## src/include/msx_cart_config.svh

```systemverilog
`ifndef MSX_CART_CONFIG_SVH
`define MSX_CART_CONFIG_SVH

// Number of cartridge contexts with their own mapper registers
`define MSX_CART_CONTEXTS 2

// Battery SRAM depth in bytes
`define MSX_CART_SRAM_WORDS 8192

// Request edge to rd_data visible, in cycles
// Decode, mapper and memory port each add one register stage
`define MSX_CART_RD_LATENCY 3

`endif

```

## src/msx_cart_pkg.sv

```systemverilog
package msx_cart_pkg;

    // CPU side of the slot
    typedef logic [15:0] cpu_addr_t;
    typedef logic [7:0]  cpu_data_t;

    // One 8 KB page number
    typedef logic [7:0]  bank_t;

    // Physical address into the cartridge ROM or SRAM space
    typedef logic [26:0] mem_addr_t;

    // Cartridge context selector
    typedef logic [0:0]  ctx_id_t;

    // ROM size in bytes, up to 2 MB
    typedef logic [20:0] rom_size_t;

    // SRAM size, bits 10:3 give the page count
    typedef logic [10:0] sram_size_t;

    // Mapper families handled by the slot
    typedef enum logic [1:0] {
        MAPPER_NONE    = 2'd0,
        MAPPER_ASCII8  = 2'd1,
        MAPPER_KOEI    = 2'd2,
        MAPPER_WIZARDY = 2'd3
    } mapper_type_t;

endpackage

```

## src/cart_bus_decode.sv

```systemverilog
module cart_bus_decode (
    input  logic                       cpu_bus,
    input  logic                       arst_n,
    input  logic                       req,
    input  logic                       rd,
    input  logic                       wr,
    input  logic                       mreq,
    input  msx_cart_pkg::cpu_addr_t    addr,
    input  msx_cart_pkg::cpu_data_t    wr_data,
    input  msx_cart_pkg::ctx_id_t      ctx,
    input  msx_cart_pkg::mapper_type_t typ,
    input  msx_cart_pkg::rom_size_t    rom_size,
    input  msx_cart_pkg::sram_size_t   sram_size,
    output logic                       dec_valid,
    output logic                       dec_rd,
    output logic                       dec_wr,
    output msx_cart_pkg::cpu_addr_t    dec_addr,
    output msx_cart_pkg::cpu_data_t    dec_data,
    output msx_cart_pkg::ctx_id_t      dec_ctx,
    output logic                       dec_cs,
    output logic                       dec_koei,
    output logic                       dec_wizardy,
    output msx_cart_pkg::rom_size_t    dec_rom_size,
    output msx_cart_pkg::sram_size_t   dec_sram_size
);
    import msx_cart_pkg::*;

    logic mapped;
    logic mapper_en;

    // Window 4000h..BFFFh, top two address bits differ
    assign mapped    = ^addr[15:14];
    assign mapper_en = (typ == MAPPER_ASCII8) | (typ == MAPPER_KOEI) |
                       (typ == MAPPER_WIZARDY);

    always_ff @(posedge cpu_bus or negedge arst_n) begin
        if (!arst_n) begin
            dec_valid <= 1'b0;
            dec_rd    <= 1'b0;
            dec_wr    <= 1'b0;
            dec_cs    <= 1'b0;
        end else begin
            dec_valid <= req;
            dec_rd    <= req & rd;
            dec_wr    <= req & wr;
            dec_cs    <= req & mreq & mapped & mapper_en;
        end
    end

    // Request payload and static configuration
    always_ff @(posedge cpu_bus) begin
        dec_addr      <= addr;
        dec_data      <= wr_data;
        dec_ctx       <= ctx;
        dec_koei      <= (typ == MAPPER_KOEI);
        dec_wizardy   <= (typ == MAPPER_WIZARDY);
        dec_rom_size  <= rom_size;
        dec_sram_size <= sram_size;
    end

    a_rd_wr_exclusive: assert property (@(posedge cpu_bus) disable iff (!arst_n)
        req |-> !(rd && wr));

endmodule

```

## config.mk

```make
export PLATFORM = sky130hd
export DESIGN_NAME = cart_bus_decode
export DESIGN_NICKNAME = d
export VERILOG_FILES = /design/src/include/msx_cart_config.svh /design/src/msx_cart_pkg.sv /design/src/cart_bus_decode.sv
export SDC_FILE = /design/constraint.sdc
export NUM_CORES = 1
export LEC_CHECK = 0
export ABC_AREA = 1
export BUFFER_PORTS_ARGS = -buffer_cell sky130_fd_sc_hd__buf_2
export CAP_MARGIN = 40
export CELL_PAD_IN_SITES_DETAIL_PLACEMENT = 0
export CELL_PAD_IN_SITES_GLOBAL_PLACEMENT = 1
export CORE_MARGIN = 2
export CORE_UTILIZATION = 27
export DETAILED_ROUTE_END_ITERATION = 7
export PLACE_DENSITY_LB_ADDON = 0.1
export SYNTH_ARGS = -nofsm -noshare
export SYNTH_HDL_FRONTEND = slang
export SYNTH_SLANG_ARGS = --single-unit
```

## constraint.sdc

```tcl
create_clock -name cpu_bus -period 0.8 [get_ports cpu_bus]
set_clock_uncertainty 0.05 [all_clocks]
set_input_delay 0.08 -clock cpu_bus [delete_from_list [all_inputs] [get_ports cpu_bus]]
set_output_delay 0.08 -clock cpu_bus [all_outputs]
set_load 0.01 [all_outputs]
```

Yosys cells after proc, flatten, opt, wreduce, memory -nomap -nowiden
Index checks and enable logic that the tools add are counted.
- reductions and logical operators: 1
- bitwise gates (word level): 7
- equal/unequal tests: 3
- operators by type and width (operator ; count):
    bitwise AND 1 bit ; 5
    equality test 2 bit (second input constant) ; 2
    equality test 2 x 1 -> 1 bit (second input constant) ; 1
    bitwise OR 1 bit ; 2
    XOR reduction 2 bit ; 1
- input port bits: 65
- logic and storage cells: 22
- output and inout bits: 63
- flip-flop bits (word level): 63

Depth between registers and ports, before layout
- depth after elaboration: 4
- depth in mapped cells: 4
- depth with buffers taken out: 4

Worst setup path before layout
No wires, ideal clock.
- path kind: reg2out
- from: register dec_cs
- to: output dec_cs
- path buffers: 0
- arrival time: 0.376 ns
- cell stages (with the launch flop): 1
- path slack: 0.294 ns
- cell sequence: dfrtp_1
- RTL lines (item ; line ; source):
    from (decl) ; cart_bus_decode.sv:20 ; output logic dec_cs,
    from (signal assigned) ; cart_bus_decode.sv:46 ; dec_cs <= req & mreq & mapped & mapper_en;
No word-level cell between the ends.

Worst setup path in the final report
- from: register dec_rd
- to: output dec_rd
- RTL lines (item ; line ; source):
    from (decl) ; cart_bus_decode.sv:15 ; output logic dec_rd,
    from (signal assigned) ; cart_bus_decode.sv:44 ; dec_rd <= req & rd;
No word-level cell between the ends.

==> summary.md <==
| Metric | Value |
|---|---|
| TNS Setup | -4.56 ns |
| Number of global-route vias before repair | around 1300 |
| Post-CTS setup buffer count | 0 |
| Critical Path AT | 0.81 ns |
| Max-cap viol count | 0 |
| Register area share after synthesis | 0.946 |
| CTS tree | yes |
| Tightest Pin Transition | approximately 0.12 ns |
| Pwr Density | roughly 2100 nW/um2 |
| GRT Overall Usage | 0.137 |
| Die width | roughly 75 um |
| Routability cong. | 0.664 |
| CTS root buf | clkbuf_8 |
| Area Overhead vs Synth | 123% |
| Req. time, crit path | 0.67 ns |
| Crit-path slowest cell | dfrtp_1 |
| Die ar. | between 5000 and 6000 um2 |
| Commonest non-fill, non-tap cell in the layout | buf_2 |
| Top cell type's share of synthesized area | 0.872 |
| Net Sw Frac | 0.207 |
| Core Footprint | between 4000 and 5000 um2 |
| Most frequent cells in the layout | buf_2, dlygate4sd3_1, dfxtp_1, dfxtp_2, buf_6 |
| Post-route antenna net violation count | 0 |
| Period minus WS final | approximately 0.94 ns |
| Area of the mapped netlist | approximately 1400 um2 |
| WL final | 3950 um |
| Clock Path Buffers | 2 |
| Setup CP Type | flop to output pin |
| Post-DP Area | approximately 2100 um2 |
| Syn Inst Count | 82 |
| Diodes inserted | 0 |
| Int Pwr | slightly above 5000 uW |
| Row count | 25 |
| Share of layout cells above drive strength 1 | 0.566 |
| HP Class | primary input to flop |
| Pin count of the biggest net entering global routing | 10 |
| Peak supply drop | 0.00116 V |
| Clock transition at the registers of the reported paths | 0.06 ns |
| Clock share of power | 0.356 |
| DP Worst Slack | 0.180 ns |
| Cell area after layout | 3020 um2 |
| CP peak stage delay | approximately 0.36 ns |
| Synth top area cells | dfxtp_1, dfrtp_1, nand2_1 |
| CP cell instances | buf_2 |
| First-pass GRT wire length | 5460 um |
| Gr ovfl total | 0 |
| Finish-stage setup viols | between 60 and 70 |
| RSZ-0062 raised after global routing | yes |
| IO Pins | 128 |
| Syn Area/Cell | 16.5 um2 |
| PortBufs | approximately 130 |
| Die Y | 74.8 um |
| Slew margin rel. | 0.917 |
| Fill cells | 422 |
| Starting Density | 0.283 |
| Worst path bufs/invs | 1 |
| H-tree levels | 3 |
| Final worst-path cycle share | 1.18 |
| Yosys top cell by area | dfxtp_1 |
| Logic pwr share | 0.115 |
| P_leak | around 0.0015 uW |
| Syn_nets | ~150 |
| Fin nets | roughly 340 |
| CP delay by family, top | flip-flops |
| Ys Warns | 0 |
| Final Slew Violations | 0 |
| Detailed Routing Iterations Pass 1 | 3 |
| Cell variety after synth | 6 |
| Dpl hpwl | between 2000 and 2500 um |
| CP Capture Type | output pin |
| Average wire per standard cell | ~11 um |
| Worst hold slack | 0.0284 ns |
| Startpoint type of the worst setup path | flop |
| Detailed Route Iter0 Violations | 34 |
| Setup ws final | -0.143 ns |
| Final Hold Fails | 0 |
| Num CTS Buffers | 9 |
| Vias per std cell | 3.64 |
| Outcome | finished with violations |
| Failing checks | negative setup slack |
| Clock Sinks | 63 |
| #FFs+latches synth | 63 |
| CP max FO | 1 |
| Routed via count | between 1000 and 1500 |
| Sequential share of power | 0.528 |
| # DRC | 0 |
| Fmax | 1060 MHz |
| Antenna violations before repair | 0 |
| Final core occ | 0.630 |
| Sw power | about 1300 uW |
[layer usage]
metal  wire length (um)  global-route usage  share of wire  up-vias
met5                  0                   0              0        -
met4                104               0.113          0.026        0
met3                369              0.0522          0.093       11
met2               2290               0.263           0.58       76
met1               1190               0.105           0.30      549
li1                   -                   -              -      632
[state kept, by name, summed over array words and instances, names as in the netlist]
name / count
dec_addr: 16
dec_cs: 1
dec_ctx: 1
dec_data: 8
dec_koei: 1
dec_rd: 1
dec_rom_size: 21
dec_sram_size: 11
dec_valid: 1
dec_wizardy: 1
dec_wr: 1
[logic make-up (layout without fill, tap and decap cells)]
| kind of cell | Yosys count | after routing | share of synthesized area |
|---|---|---|---|
| DFF | 63 | 63 | 0.946 |
| and+or+nand+nor | 11 | 11 | 0.0323 |
| buffers and inverters | 8 | 207 | 0.0222 |
[area by class of cell]
cell class | count | area, um2 | area share
clock buffer | 13 | 159 | 0.0527
multi-input combinational | 11 | 43.8 | 0.0145
inverter | 8 | 30.0 | 0.00995
clock inverter | 1 | 5.00 | 0.00166
sequential | 63 | 1310 | 0.434
timing repair buffer | 185 | 1390 | 0.459
tap | 67 | 83.8 | 0.0278
[cell usage after synthesis]
master and count:
inv_1 8, dfxtp_1 59, nand2_1 9, dfrtp_1 4
nor2_2 1, nor2_1 1
[per-stage QoR]
stage | std cells | total power (uW)
6_report | 348 | 6380
5_1_grt | 348 | 6690
4_1_cts | 353 | 6370
3_5_place_dp | 276 | 3850
3_3_place_gp | 276 | 3840
2_1_floorplan | 82 | 3530
[path summary, 6_finish.rpt]
path / start / cells past startpoint / slack (ns) / endpoint
setup / recovery: dec_rd$_DFF_PN0_ / 1 / -0.14 / dec_rd
hold / removal: mreq / 5 / 0.03 / dec_cs$_DFF_PN0_
max in group asynchronous: arst_n / 2 / 0.52 / dec_cs$_DFF_PN0_
min in group asynchronous: arst_n / 2 / 0.06 / dec_rd$_DFF_PN0_
[power groups by stage]
stage          logic, uW  registers, uW  clock network (uW)
2_1_floorplan       20.3           3510                   0
3_3_place_gp         431           3410                   0
3_5_place_dp         440           3410                   0
4_1_cts              681           3350                2350
5_1_grt              802           3390                2500
6_report             737           3370                2280
[repair_timing]
| item | CTS | global route |
|---|---|---|
| gates resized for setup | 2 | 45 |
| hold endpoints to repair | 67 | 0 |
| pin swaps | 0 | 2 |
| setup endpoints to repair | 63 | 64 |
| hold buffers | 63 | 0 |
Power figures use the tool's default switching activity.
