--- src/include/msx_cart_config.svh ---
`ifndef MSX_CART_CONFIG_SVH
`define MSX_CART_CONFIG_SVH

// Number of cartridge contexts with their own mapper registers
`define MSX_CART_CONTEXTS 2

// Battery SRAM depth in bytes
`define MSX_CART_SRAM_WORDS 8192

// Request edge to rd_data visible, in cycles
// Decode, mapper and memory port each add one register stage
`define MSX_CART_RD_LATENCY 3

`endif

--- src/msx_cart_pkg.sv ---
package msx_cart_pkg;

    // CPU side of the slot
    typedef logic [15:0] cpu_addr_t;
    typedef logic [7:0]  cpu_data_t;

    // One 8 KB page number
    typedef logic [7:0]  bank_t;

    // Physical address into the cartridge ROM or SRAM space
    typedef logic [26:0] mem_addr_t;

    // Cartridge context selector
    typedef logic [0:0]  ctx_id_t;

    // ROM size in bytes, up to 2 MB
    typedef logic [20:0] rom_size_t;

    // SRAM size, bits 10:3 give the page count
    typedef logic [10:0] sram_size_t;

    // Mapper families handled by the slot
    typedef enum logic [1:0] {
        MAPPER_NONE    = 2'd0,
        MAPPER_ASCII8  = 2'd1,
        MAPPER_KOEI    = 2'd2,
        MAPPER_WIZARDY = 2'd3
    } mapper_type_t;

endpackage

--- src/mapper_ascii8.sv ---
`include "msx_cart_config.svh"

module mapper_ascii8 (
    input  logic                     cpu_bus,
    input  logic                     arst_n,
    input  logic                     dec_valid,
    input  logic                     dec_rd,
    input  logic                     dec_wr,
    input  msx_cart_pkg::cpu_addr_t  dec_addr,
    input  msx_cart_pkg::cpu_data_t  dec_data,
    input  msx_cart_pkg::ctx_id_t    dec_ctx,
    input  logic                     dec_cs,
    input  logic                     dec_koei,
    input  logic                     dec_wizardy,
    input  msx_cart_pkg::rom_size_t  dec_rom_size,
    input  msx_cart_pkg::sram_size_t dec_sram_size,
    output logic                     map_valid,
    output logic                     map_rom_cs,
    output logic                     map_sram_cs,
    output logic                     map_sram_wr,
    output msx_cart_pkg::mem_addr_t  map_addr,
    output msx_cart_pkg::cpu_data_t  map_data
);
    import msx_cart_pkg::*;

    // Per-context mapper state
    bank_t      bank_q      [`MSX_CART_CONTEXTS][4];
    bank_t      sram_bank_q [`MSX_CART_CONTEXTS][4];
    logic [7:0] sram_en_q   [`MSX_CART_CONTEXTS];

    logic       sram_exists;
    bank_t      sram_mask;
    logic [7:0] sram_en_bit;
    logic [7:0] page_set;
    logic [1:0] region;
    logic [7:0] region_bit;
    logic       reg_wr;
    logic       sram_sel_wr;
    logic [1:0] slot;
    logic       page_sram;
    mem_addr_t  rom_addr_c;
    mem_addr_t  sram_addr_c;
    logic       rom_in_range;
    logic       rom_cs_c;
    logic       sram_cs_c;

    assign sram_exists = (dec_sram_size != '0);
    assign sram_mask   = (dec_sram_size[10:3] != '0) ? (dec_sram_size[10:3] - 8'd1) : 8'd0;

    // WIZARDY keeps its enable in bit 7, the others just above the ROM pages
    assign sram_en_bit = dec_wizardy ? 8'h80 : dec_rom_size[20:13];
    assign page_set    = dec_koei ? 8'h34 : 8'h30;

    // Register window 6000h..7FFFh, four 2 KB regions
    assign region      = dec_addr[12:11];
    assign region_bit  = 8'h04 << region;
    assign reg_wr      = dec_valid & dec_cs & dec_wr & (dec_addr[15:13] == 3'b011);
    assign sram_sel_wr = ((dec_data & sram_en_bit) != 8'h00) & sram_exists;

    always_ff @(posedge cpu_bus or negedge arst_n) begin
        if (!arst_n) begin
            bank_q      <= '{default: '0};
            sram_bank_q <= '{default: '0};
            sram_en_q   <= '{default: '0};
        end else if (reg_wr) begin
            if (sram_sel_wr) begin
                sram_en_q[dec_ctx]           <= sram_en_q[dec_ctx] | (region_bit & page_set);
                sram_bank_q[dec_ctx][region] <= dec_data & sram_mask;
            end else begin
                sram_en_q[dec_ctx]      <= sram_en_q[dec_ctx] & ~region_bit;
                bank_q[dec_ctx][region] <= dec_data;
            end
        end
    end

    // Bank slot by address bits 15 and 13, page enable by the 8 KB page
    assign slot      = {dec_addr[15], dec_addr[13]};
    assign page_sram = sram_en_q[dec_ctx][dec_addr[15:13]];

    assign rom_addr_c   = {6'b0, bank_q[dec_ctx][slot], dec_addr[12:0]};
    assign sram_addr_c  = {6'b0, sram_bank_q[dec_ctx][slot], dec_addr[12:0]};
    assign rom_in_range = (rom_addr_c < {6'b0, dec_rom_size});

    assign sram_cs_c = dec_valid & dec_cs & page_sram & (dec_rd | dec_wr);
    assign rom_cs_c  = dec_valid & dec_cs & dec_rd & ~page_sram & rom_in_range;

    always_ff @(posedge cpu_bus or negedge arst_n) begin
        if (!arst_n) begin
            map_valid   <= 1'b0;
            map_rom_cs  <= 1'b0;
            map_sram_cs <= 1'b0;
            map_sram_wr <= 1'b0;
        end else begin
            map_valid   <= dec_valid;
            map_rom_cs  <= rom_cs_c;
            map_sram_cs <= sram_cs_c;
            map_sram_wr <= sram_cs_c & dec_wr;
        end
    end

    // Unselected accesses carry an all-ones address
    always_ff @(posedge cpu_bus) begin
        if (sram_cs_c) begin
            map_addr <= sram_addr_c;
        end else if (rom_cs_c) begin
            map_addr <= rom_addr_c;
        end else begin
            map_addr <= '1;
        end
        map_data <= dec_data;
    end

    // A decoded request is a read or a write, never both
    a_dec_rd_wr_onehot: assert property (@(posedge cpu_bus) disable iff (!arst_n)
        dec_valid |-> !(dec_rd && dec_wr));

endmodule

--- config.mk ---
export PLATFORM = sky130hd
export DESIGN_NAME = mapper_ascii8
export DESIGN_NICKNAME = d
export VERILOG_FILES = /design/src/msx_cart_pkg.sv /design/src/mapper_ascii8.sv
export VERILOG_INCLUDE_DIRS = /design/src /design/src/include
export SDC_FILE = /design/constraint.sdc
export NUM_CORES = 1
export LEC_CHECK = 0
export ABC_CLOCK_PERIOD_IN_PS = 7400
export BUFFER_PORTS_ARGS = -buffer_cell sky130_fd_sc_hd__buf_4
export CELL_PAD_IN_SITES_DETAIL_PLACEMENT = 1
export CELL_PAD_IN_SITES_GLOBAL_PLACEMENT = 1
export CORE_ASPECT_RATIO = 1.75
export CORE_UTILIZATION = 44
export CTS_CLUSTER_DIAMETER = 30
export DETAILED_ROUTE_END_ITERATION = 8
export MAX_ROUTING_LAYER = met4
export PLACE_DENSITY = 0.87
export SYNTH_ARGS = -nofsm -noshare
export SYNTH_HDL_FRONTEND = slang
export SYNTH_SLANG_ARGS = --single-unit
--- constraint.sdc ---
create_clock -name cpu_bus -period 7.4 [get_ports cpu_bus]
set_input_delay 1.11 -clock cpu_bus [delete_from_list [all_inputs] [get_ports cpu_bus]]
set_output_delay 1.11 -clock cpu_bus [all_outputs]
set_load 0.1 [all_outputs]
# After elaboration in Yosys (flattened, before gate mapping)
# Cells that the tools add are included.
# op_classes
add_sub_neg,1
multipliers,0
n_div,0
order_cmp,7
eq_ne,1
n_shift,1
mux,33
n_bitwise,22
n_reduce_logical,7
# op_table
cell,n
2-to-1 mux 32 bit,7
bitwise mux 64 bit,2
2-to-1 mux 8 bit,11
binary-select mux 8 bit (select 2 bit),2
bitwise mux 16 bit,2
demux 32 bit (select 1 bit),1
2-to-1 mux 27 bit,1
AND 8 bit,3
< comparator 21 bit,1
2-to-1 mux 21 bit,1
demux 8 bit (select 2 bit),1
2-to-1 mux 16 bit,1
nonzero test 8 bit,2
nonzero test 11 bit,1
AND 1 bit,10
AND 8 x 6 -> 8 bit,1
demux 8 bit (select 1 bit),1
inverter 8 bit,1
OR 8 bit,1
"<< shifter 3 x 2 -> 8 bit, first input constant",1
"subtractor 8 x 1 -> 8 bit, second input constant",1
">= comparator 3 bit, second input constant",2
inverter 2 -> 3 bit,2
"< comparator 3 x 4 -> 1 bit, second input constant",1
12 further kinds,15
# word_totals
register_bits,183
latchBits,0
ram_bits,0
romBits,0
inputBits,65
output_inout_bits,39
word_cells,97
n_memories,0

# Logic depth before layout (Yosys ltp)
# Gate-level depths: netlist of the first run.
# depth
ltp_word,11
ltp_mapped,11
mapped_depth_nobuf,8

# Worst setup path before layout of the first run
# OpenSTA, ideal clock, no wires.
# synth_path
path_type,input -> register
from,input port dec_ctx
to,register map_addr[12]
setup_ns,0.137
arrival_time_ns,3.753
path_slack_ns,3.510
cell_stages,11
cell_sequence,buf_2 -> buf_4 -> mux4_2 -> mux2_2 -> ha_1 -> nand4_1 -> nor3_1 -> nor4b_1 -> a211oi_1 -> clkbuf_1 -> a32oi_1
# synth_via
elab_chain_len,11
# synth_lines
item,line,source
start: declaration,mapper_ascii8.sv:11,"input msx_cart_pkg::ctx_id_t dec_ctx,"
inverter 1 -> 2 bit (implied by the code) *,"mapper_ascii8.sv:78, mapper_ascii8.sv:80",
2-to-1 mux 32 bit (implied by the code) or 2-to-1 mux 8 bit (tied branches) (3 in series),"mapper_ascii8.sv:80, mapper_ascii8.sv:78",
binary-select mux 8 bit (select 2 bit) or binary-select mux 1 bit (select 3 bit) (tied branches),"mapper_ascii8.sv:80, mapper_ascii8.sv:78",
2-to-1 mux 8 bit (implied by the code) or 2-to-1 mux 1 bit (tied branches),"mapper_ascii8.sv:80, mapper_ascii8.sv:78",
2-to-1 mux 8 bit (implied by the code) or inverter 1 bit (tied branches),"mapper_ascii8.sv:80, mapper_ascii8.sv:85",
< comparator 21 bit or AND 1 bit (tied branches),"mapper_ascii8.sv:82, mapper_ascii8.sv:85",
AND 1 bit,mapper_ascii8.sv:85,assign rom_cs_c = dec_valid & dec_cs & dec_rd & ~page_sram & rom_in_range;
2-to-1 mux 27 bit,mapper_ascii8.sv:105,end else if (rom_cs_c) begin
2-to-1 mux 21 bit *,mapper_ascii8.sv:103,if (sram_cs_c) begin
end signal: assignment,mapper_ascii8.sv:104,map_addr <= sram_addr_c;
end signal: assignment,mapper_ascii8.sv:106,map_addr <= rom_addr_c;
end: declaration,mapper_ascii8.sv:21,"output msx_cart_pkg::mem_addr_t map_addr,"
# Mark *: on every way between the ends. The rest lies on a longest branch, timed or not. The select of a mux whose other input is x is not followed.
# A chain may end at the register's enable or synchronous reset.

# Final worst setup path of the first run
# layout_path
from,input port dec_ctx
to,register map_addr[15]
# layout_via
elab_chain_len,11
# layout_lines
item,line
inverter 1 -> 2 bit (implied by the code) *,"mapper_ascii8.sv:78, mapper_ascii8.sv:80, mapper_ascii8.sv:81"
2-to-1 mux 32 bit (implied by the code) or 2-to-1 mux 8 bit (tied branches) (3 in series),"mapper_ascii8.sv:80, mapper_ascii8.sv:78"
binary-select mux 8 bit (select 2 bit) or binary-select mux 1 bit (select 3 bit) (tied branches),"mapper_ascii8.sv:80, mapper_ascii8.sv:78"
2-to-1 mux 8 bit (implied by the code) or 2-to-1 mux 1 bit (tied branches),"mapper_ascii8.sv:80, mapper_ascii8.sv:78"
2-to-1 mux 8 bit (implied by the code) or inverter 1 bit (tied branches),"mapper_ascii8.sv:80, mapper_ascii8.sv:85"
< comparator 21 bit or AND 1 bit (tied branches),"mapper_ascii8.sv:82, mapper_ascii8.sv:85"
AND 1 bit,mapper_ascii8.sv:85
2-to-1 mux 27 bit,mapper_ascii8.sv:105
2-to-1 mux 21 bit *,mapper_ascii8.sv:103
# Marked as above.

==> results of run 1 <==
worst max-delay path, stage by stage:
cell and delay [ns]:
buf_4 0.62, mux4_2 0.59, mux2_2 0.29, ha_1 0.34
nand4_1 0.18, nor3_1 0.34, nor4b_1 0.35, a211oi_2 0.12
buf_4 0.24, a32oi_1 0.26
power groups by stage:
stage	Combinational [W]	Clock [W]	Sequential [W]
2_1_floorplan	0.000114	0	0.00109
3_3_place_gp	0.000267	0	0.00103
3_5_place_dp	0.000279	0	0.00103
4_1_cts	0.000283	0.000975	0.00101
5_1_grt	0.000298	0.00101	0.00101
6_report	0.000283	0.000963	0.00101
metal layers:
layer | vias up | wire length, um | GRT usage [%]
met5 | - | 0 | -
met4 | 0 | 1630 | 19.0
met3 | 106 | 1480 | 5.91
met2 | 245 | 13400 | 47.8
met1 | 2964 | 8580 | 29.0
li1 | 2436 | - | -
area by class of cell:
cell class                 count  area share, %
clock buffer                  22           4.69
clock inverter                10           1.60
inverter                      30           1.14
multi-input combinational    371           37.9
sequential                   178           43.5
tap                          238           3.01
timing repair buffer         107           8.15
through the flow:
stage / utilization (%) / area [um2] / total power [W] / setup slack (ns) / hold WS (ns)
final: 53.1 / 9900 / 0.00226 / 3.22 / 0.375
after global routing: 53.1 / 9900 / 0.00232 / 2.98 / 0.392
after CTS: 53.1 / 9900 / 0.00227 / 3.22 / 0.381
after detailed placement: 49.7 / 9280 / 0.00131 / 2.83 / 0.365
after global placement: 49.7 / 9280 / 0.00129 / 2.96 / 0.360
after floorplan: - / 8410 / 0.00120 / 3.51 / 0.424
flip-flops by register name, indices dropped and copies added (netlist names), named ones only:
register     flops
map_sram_cs      1
map_sram_wr      1
map_data         8
map_addr        22
sram_bank_q     64
bank_q          64
map_valid        1
map_rom_cs       1
sram_en_q        8
worst max-delay path by stage:
stage | depth (start not counted) | startpoint | slack [ns] | to
after global placement | 10 | dec_ctx | 2.96 | map_rom_cs
after detailed placement | 10 | dec_ctx | 2.83 | map_addr[15]
after CTS | 10 | dec_ctx | 3.22 | map_addr[15]
after global routing | 10 | dec_ctx | 2.98 | map_addr[12]
after floorplan | 11 | dec_ctx | 3.51 | map_addr[12]
final | 10 | dec_ctx | 3.22 | map_addr[15]
cells in the final DEF, fill, tap and decap left out, types with 6 or more instances in the layout:
cell type  Yosys  routed
a21oi_1       11      11
a31oi_1       13      13
a32oi_1       10      10
and3_1         9       9
buf_4          8     106
clkbuf_16      0      17
dfrtp_1      148     148
dfxtp_1       30      30
ha_1          22      22
inv_1         30      30
mux2_1        16      16
mux2_2       124     124
mux2i_1       10      10
mux4_2        34      34
nand2_1       11      11
nand3_2        6       6
nor2_1        30      30
nor3_1        15      15
o21ai_0        6       6
kinds of logic after synthesis:
kind of cell               after synthesis  share of synthesized area (%)
and+or+nand+nor                        101                           6.74
adders and majority gates               22                           3.27
xor gates and xnor gates                 5                          0.521
muxes                                  184                           29.1
DFF                                    178                           51.2
buffers and inverters                   81                           4.17
AOI/OAI and AO/OA                       59                           5.05
==> flow_summary_export.csv, run 1 <==
group,metric,value,unit
yosys,synth_edf_count,0,
clock_network,clk_latency,0.44,ns
clock_network,clk_pin_slew,0.07,ns
global_routing,grt_pass1_wl,39000,um
setup_path,start_kind,"primary input",
sta,fmaxAchievable,239,MHz
finish,syn2layout_area_growth,17.8,%
sta,worstMarginPinSlew,1.08,ns
yosys,synth_nets,717,
setup_path,reg2reg_setup_slack,4.31,ns
routing,vias_per_cell,6.02,
sta,fin_crit_sh,56.5,%
global_routing,grt_antenna_before_repair,0,
setup_path,reg2reg_to,"map_addr[15]",
power,swShare,26.2,%
clock_network,cts_tree,"done",
yosys,synthArstFlopShare,83.1,%
routing,post_drt_wl_per_cell,26.3,um
finish,nets,792,
hold_path,hp-class,"flip-flop to flip-flop",
finish,fillers,1886,
clock_network,cts_buffers,17,
sta,final_hold_viol_count,0,
clock_network,post_cts_buffers,0,
place,gp_congestion,1.05,
power,power.density,228,mW/mm2
floorplanning,rows,66,
yosys,synth_flop_cell,"dfrtp_1",
setup_path,critPathKind,"primary input to flip-flop",
floorplanning,ioPinCount,104,
sta,slew_viol_final,0,
routing,drt_first_iter_violations,380,
finish,multiInputGateArea,0.00376,mm2
floorplanning,die_y,185,um
outcome,outcome,"finished, final reports clean",
yosys,syn_area_per_cell,13.3,um2
setup_path,required,7.74,ns
place,dp.cells,924,
clock_network,clk_path_buf_depth,2,
clock_network,root_buffer,"clkbuf_16",
power,peakVddDrop,0.000193,V
global_routing,grt_max_degree,85,
setup_path,crit_fanout,44,
global_routing,track_usage,28.1,%
finish,register_area,0.00430,mm2
finish,drive_gt1_share,43.0,%
finish,stdcell_count,956,
yosys,synth-seq-cells,178,
sta,period_minus_slack,4.18,ns
yosys,yosysMostFrequentCell,"dfrtp_1",
yosys,synthTopCellsByArea,"dfrtp_1 (44%), mux2_2 (17%), mux4_2 (9.1%)",
power,p_leak,4.81,nW
clock_network,hold_buffers,0,
yosys,synth-seq-area-share,51.2,%
routing,vias,5751,
flow_run,max_cap_viol_count,0,
sta,fin_tns_setup,0,ns
yosys,yosysTopAreaCell,"dfrtp_1",
setup_path,rr_startpoint,"bank_q[54]",
yosys,synthTopCellsByCount,"dfrtp_1 (148), mux2_2 (124), mux4_2 (34)",
clock_network,h-tree-depth,4,
sta,rsz0062_at_grt,"false",
power,comb_power_share,12.5,%
power,p_int,0.00167,W
yosys,yosysUniqueCellTypes,50,
floorplanning,coreArea,0.0187,mm2
setup_path,reg2reg_depth,9,
place,numPortBuffers,103,
setup_path,critPathCaptureType,"flip-flop",
power,clkPwrFrac,42.7,%
floorplanning,dieArea,0.0197,mm2
yosys,synthCells,630,
yosys,synth_area,0.00841,mm2
hold_path,hold_depth,0,
clock_network,clock_sinks,178,
power,pwr-share-seq,44.8,%
yosys,yosysWarnings,0,
routing,ant_nets,0,
yosys,yosysTopAreaCellShare,44.1,%
setup_path,arrival,4.52,ns
floorplanning,start_util,45.0,%
global_routing,grt_pass1_vias,6648,
clock_network,cts-resized-gates,0,
routing,post-route-drc-count,0,
power,power.switching,0.000591,W
routing,wl,25100,um
global_routing,overflow,0,
floorplanning,fp.dieW,106,um
sta,setup_violations,0,
sta,skew,0.0104,ns
routing,dr.pass1.iters,4,
finish,antenna_cells,0,
sta,slew_headroom,27.9,%
place,hpwl,17100,um
No activity file was read; power rests on OpenSTA's default activity.
==> inputs of run 2 (changes only) <==
- ABC_CLOCK_PERIOD_IN_PS: 7400 -> 3380
- CORE_UTILIZATION: 44 -> 43
- PLACE_DENSITY: 0.87 -> 0.88
- clock period: 7.4 -> 3.38 ns (I/O delays scaled with it)
==> flow_summary_export.csv, run 2 (same netlist as run 1, synthesis figures left out) <==
group,metric,value,unit
finish,nets,813,
finish,stdcell_count,980,
clock_network,hold_buffers,0,
finish,top_regs,"bank_q x64, sram_bank_q x64, map_addr x22",
global_routing,track_usage,27.2,%
power,clkPwrFrac,40.4,%
sta,holdWs,0.120,ns
routing,post-route-drc-count,0,
sta,rsz0062_at_grt,"false",
floorplanning,die_y,187,um
clock_network,cts_buffers,17,
routing,drt_first_iter_violations,363,
power,p_int,0.00343,W
sta,fin_tns_setup,0,ns
finish,syn2layout_area_growth,19.4,%
global_routing,grt_antenna_before_repair,0,
place,gp_congestion,0.885,
finish,antenna_cells,0,
setup_path,start_kind,"primary input",
finish,postLayoutCellArea,0.0100,mm2
setup_path,critPathKind,"primary input to flip-flop",
routing,post_drt_wl_per_cell,25.3,um
flow_run,max_cap_viol_count,0,
sta,skew,0.0114,ns
place,hpwl,16900,um
routing,vias,5851,
floorplanning,rows,67,
clock_network,cts_tree,"done",
hold_path,hp-class,"primary input to async pin",
setup_path,required,3.74,ns
power,power.switching,0.00134,W
power,p_leak,4.90,nW
global_routing,grt_pass1_wl,38600,um
power,comb_power_share,13.2,%
clock_network,clk_pin_slew,0.07,ns
clock_network,clk_latency,0.45,ns
place,dpl_cell_area,0.00947,mm2
outcome,outcome,"finished, final reports clean",
sta,slew_viol_final,0,
floorplanning,dieArea,0.0201,mm2
finish,most-common-layout-cells,"dfrtp_1 (148), buf_4 (125), mux2_2 (124), mux4_2 (34)",
clock_network,root_buffer,"clkbuf_16",
clock_network,clk_path_buf_depth,2,
floorplanning,start_util,44.0,%
place,dp.cells,948,
routing,wl,24800,um
power,swShare,28.1,%
sta,setup_violations,0,
global_routing,overflow,0,
sta,fin_ws,0.322,ns
sta,slew_headroom,46.6,%
floorplanning,coreArea,0.0191,mm2
power,pwr-share-seq,46.4,%
clock_network,h-tree-depth,4,
place,numPortBuffers,103,
clock_network,cts-resized-gates,0,
routing,dr.pass1.iters,5,
sta,fin_crit_sh,90.5,%
power,power.density,475,mW/mm2
clock_network,clock_sinks,178,
routing,ant_nets,0,
setup_path,crit_fanout,17,
setup_path,arrival,3.42,ns
sta,fmaxAchievable,327,MHz
floorplanning,fp.dieW,108,um
global_routing,grt_pass1_vias,6730,
floorplanning,ioPinCount,104,
setup_path,critPathCaptureType,"flip-flop",
clock_network,post_cts_buffers,0,
finish,final_common_cell,"dfrtp_1",
power,peakVddDrop,0.000281,V
routing,vias_per_cell,5.97,
sta,final_hold_viol_count,0,
sta,period_minus_slack,3.06,ns
global_routing,grt_max_degree,82,
place,pre_cts_ws,-0.108,ns
finish,drive_gt1_share,45.1,%
sta,worstMarginPinSlew,0.798,ns
==> run 2: cell types whose count changed in the layout (fill, tap and decap cells not counted), sizes merged <==
cell | before | now
bufinv | 4 | 1
clkbuf | 22 | 19
inv | 30 | 34
clkinv | 2 | 4
buf | 107 | 128
==> run 2: power by group through the flow <==
stage          Clock (W)  Combinational (W)  Sequential [W]
2_1_floorplan          0           0.000250         0.00239
3_3_place_gp           0           0.000599         0.00225
3_5_place_dp           0           0.000624         0.00225
4_1_cts          0.00196           0.000633         0.00221
5_1_grt          0.00203           0.000666         0.00222
6_report         0.00193           0.000631         0.00221
==> run 2: metrics by stage <==
stage	util [%]	power (W)
2_1_floorplan	-	0.00264
3_3_place_gp	49.5	0.00284
3_5_place_dp	49.5	0.00288
4_1_cts	52.5	0.00480
5_1_grt	52.5	0.00492
6_report	52.5	0.00477
==> run 2: path summary, 6_finish.rpt <==
kind                            startpoint              end  slack [ns]  cells past startpoint
min in group cpu_bus             dec_valid        map_valid        0.19                      1
max in group asynchronous           arst_n  sram_bank_q[23]        2.43                      2
worst min-delay path                arst_n       bank_q[48]        0.12                      1
worst max register to register   bank_q[3]      map_addr[2]        0.37                      9
worst max-delay path               dec_ctx      map_addr[2]        0.32                     10
worst min register to register   flip-flop        flip-flop        0.38                      0
==> run 2: area by class of cell <==
cell class / instances / area (um2)
fillers: 1900 / 9080
flip-flops and latches: 178 / 4300
multi-input cells: 371 / 3760
repair buffers: 128 / 990
clock buffers: 19 / 443
well taps: 241 / 302
clock inverters: 13 / 126
inverters: 30 / 113
==> run 2: metal layers <==
| metal | up-vias | wire length (um) | GRT usage [%] | share of wire (%) |
|---|---|---|---|---|
| met5 | - | 0 | - | 0 |
| met4 | 0 | 1610 | 18.6 | 6.5 |
| met3 | 115 | 1350 | 5.40 | 5.4 |
| met2 | 269 | 13400 | 46.3 | 54 |
| met1 | 2988 | 8440 | 27.7 | 34 |
| li1 | 2479 | - | - | - |
==> run 2: critical path, stage by stage <==
cell and delay [ns]:
buf_4 0.31, mux4_2 0.55, mux2_2 0.33, ha_1 0.33
nand4_1 0.17, nor3_1 0.30, nor4b_1 0.32, a211oi_2 0.16
buf_4 0.21, a31oi_1 0.23
==> inputs of run 3 (changes only) <==
- MAX_ROUTING_LAYER: met4 -> not set
==> flow_summary_export.csv, run 3 (same netlist as run 1, synthesis figures left out) <==
group,metric,value,unit
outcome,outcome,"finished, final reports clean",
global_routing,overflow,0,
clock_network,cts-resized-gates,0,
global_routing,track_usage,26.4,%
setup_path,crit_chain,"buf_4 -> mux4_2 -> mux2_2 -> ha_1 -> nand4_1 -> nor3_1 -> nor4b_1 -> a211oi_2 -> buf_4 -> a32oi_1",
floorplanning,die_y,187,um
floorplanning,start_util,44.0,%
clock_network,h-tree-depth,4,
sta,period_minus_slack,3.03,ns
finish,nets,812,
clock_network,root_buffer,"clkbuf_16",
setup_path,path_common_cell,"buf_4",
sta,holdWs,0.114,ns
clock_network,clock_sinks,178,
hold_path,hp-class,"primary input to async pin",
sta,final_hold_viol_count,0,
sta,fmaxAchievable,330,MHz
setup_path,critPathCaptureType,"flip-flop",
clock_network,clk_pin_slew,0.07,ns
flow_run,max_cap_viol_count,0,
clock_network,clk_path_buf_depth,2,
setup_path,required,3.72,ns
sta,skew,0.00667,ns
place,numPortBuffers,103,
sta,rsz0062_at_grt,"false",
floorplanning,dieArea,0.0201,mm2
sta,slew_viol_final,0,
place,pre_cts_ws,-0.0835,ns
finish,drive_gt1_share,44.9,%
sta,setup_violations,0,
setup_path,slowest_delay,0.56,ns
clock_network,cts_tree,"done",
setup_path,arrival,3.37,ns
power,peakVddDrop,0.000272,V
routing,vias_per_cell,5.90,
power,power,0.00485,W
power,p_leak,4.92,nW
setup_path,crit_fanout,17,
clock_network,hold_buffers,0,
floorplanning,rows,67,
routing,drt_first_iter_violations,405,
finish,most-common-layout-cells,"dfrtp_1 (148), mux2_2 (124), buf_4 (124), mux4_2 (34)",
floorplanning,ioPinCount,104,
routing,ant_nets,0,
clock_network,cts_buffers,17,
finish,syn2layout_area_growth,19.6,%
routing,post_drt_wl_per_cell,25.3,um
sta,fin_crit_sh,89.6,%
sta,slew_headroom,40.9,%
clock_network,clk_latency,0.43,ns
finish,final_common_cell,"dfrtp_1",
setup_path,crit_slowest_cell,"mux4_2",
routing,vias,5776,
place,hpwl,17100,um
finish,top_regs,"bank_q x64, sram_bank_q x64, map_addr x22",
global_routing,grt_antenna_before_repair,1,
global_routing,grt_pass1_vias,6641,
place,gp_congestion,0.856,
sta,worstMarginPinSlew,0.884,ns
clock_network,post_cts_buffers,0,
setup_path,reg2reg_setup_slack,0.44,ns
routing,wl,24800,um
global_routing,grt_max_degree,90,
floorplanning,coreArea,0.0191,mm2
setup_path,start_kind,"primary input",
sta,fin_ws,0.352,ns
power,power.density,483,mW/mm2
global_routing,grt_pass1_wl,38800,um
routing,post-route-drc-count,0,
routing,dr.pass1.iters,5,
floorplanning,fp.dieW,108,um
setup_path,critPathKind,"primary input to flip-flop",
finish,antenna_cells,0,
## run 3: worst max-delay path, delay by kind of cell
family	cells	cell delay, ns
and+or+nand+nor	3	0.73
adders and majority gates	1	0.33
buffers and inverters	2	0.51
muxes	2	0.88
AOI/OAI and AO/OA	2	0.39
## run 3: cell type report
type / instances / area (um2)
fill: 1909 / 9060
sequential: 178 / 4300
multi-input combinational: 371 / 3760
timing repair buffer: 127 / 982
clock buffer: 22 / 474
tap: 241 / 302
clock inverter: 10 / 124
inverter: 30 / 113
## run 3: metal layers
| layer | track usage [%] | wire [um] |
|---|---|---|
| met4 | 15.6 | 1270 |
| met3 | 4.74 | 1090 |
| met5 | 0 | 0 |
| met2 | 46.2 | 13500 |
| met1 | 29.2 | 8890 |
## run 3: power by group
part,switching (W),internal [W]
logic,0.000424,0.000205
clock network,0.000852,0.00116
registers,0.0000324,0.00218
## run 3: through the flow
step	instance area [um2]	std cells	setup TNS [ns]	utilization, %
2_1_floorplan	8410	630	0	-
3_3_place_gp	9460	947	0	49.5
3_5_place_dp	9460	947	-0.684	49.5
4_1_cts	10100	979	0	52.6
5_1_grt	10100	979	0	52.6
6_report	10100	979	0	52.6
## run 3: final timing paths
check                            from               to  cells after the start
max                           dec_ctx     map_addr[18]                     10
min                            arst_n       bank_q[10]                      1
max reg2reg                bank_q[57]     map_addr[18]                      9
min reg2reg                 flip-flop        flip-flop                      0
max in group asynchronous      arst_n  sram_bank_q[50]                      2
min in group cpu_bus        dec_valid        map_valid                      1
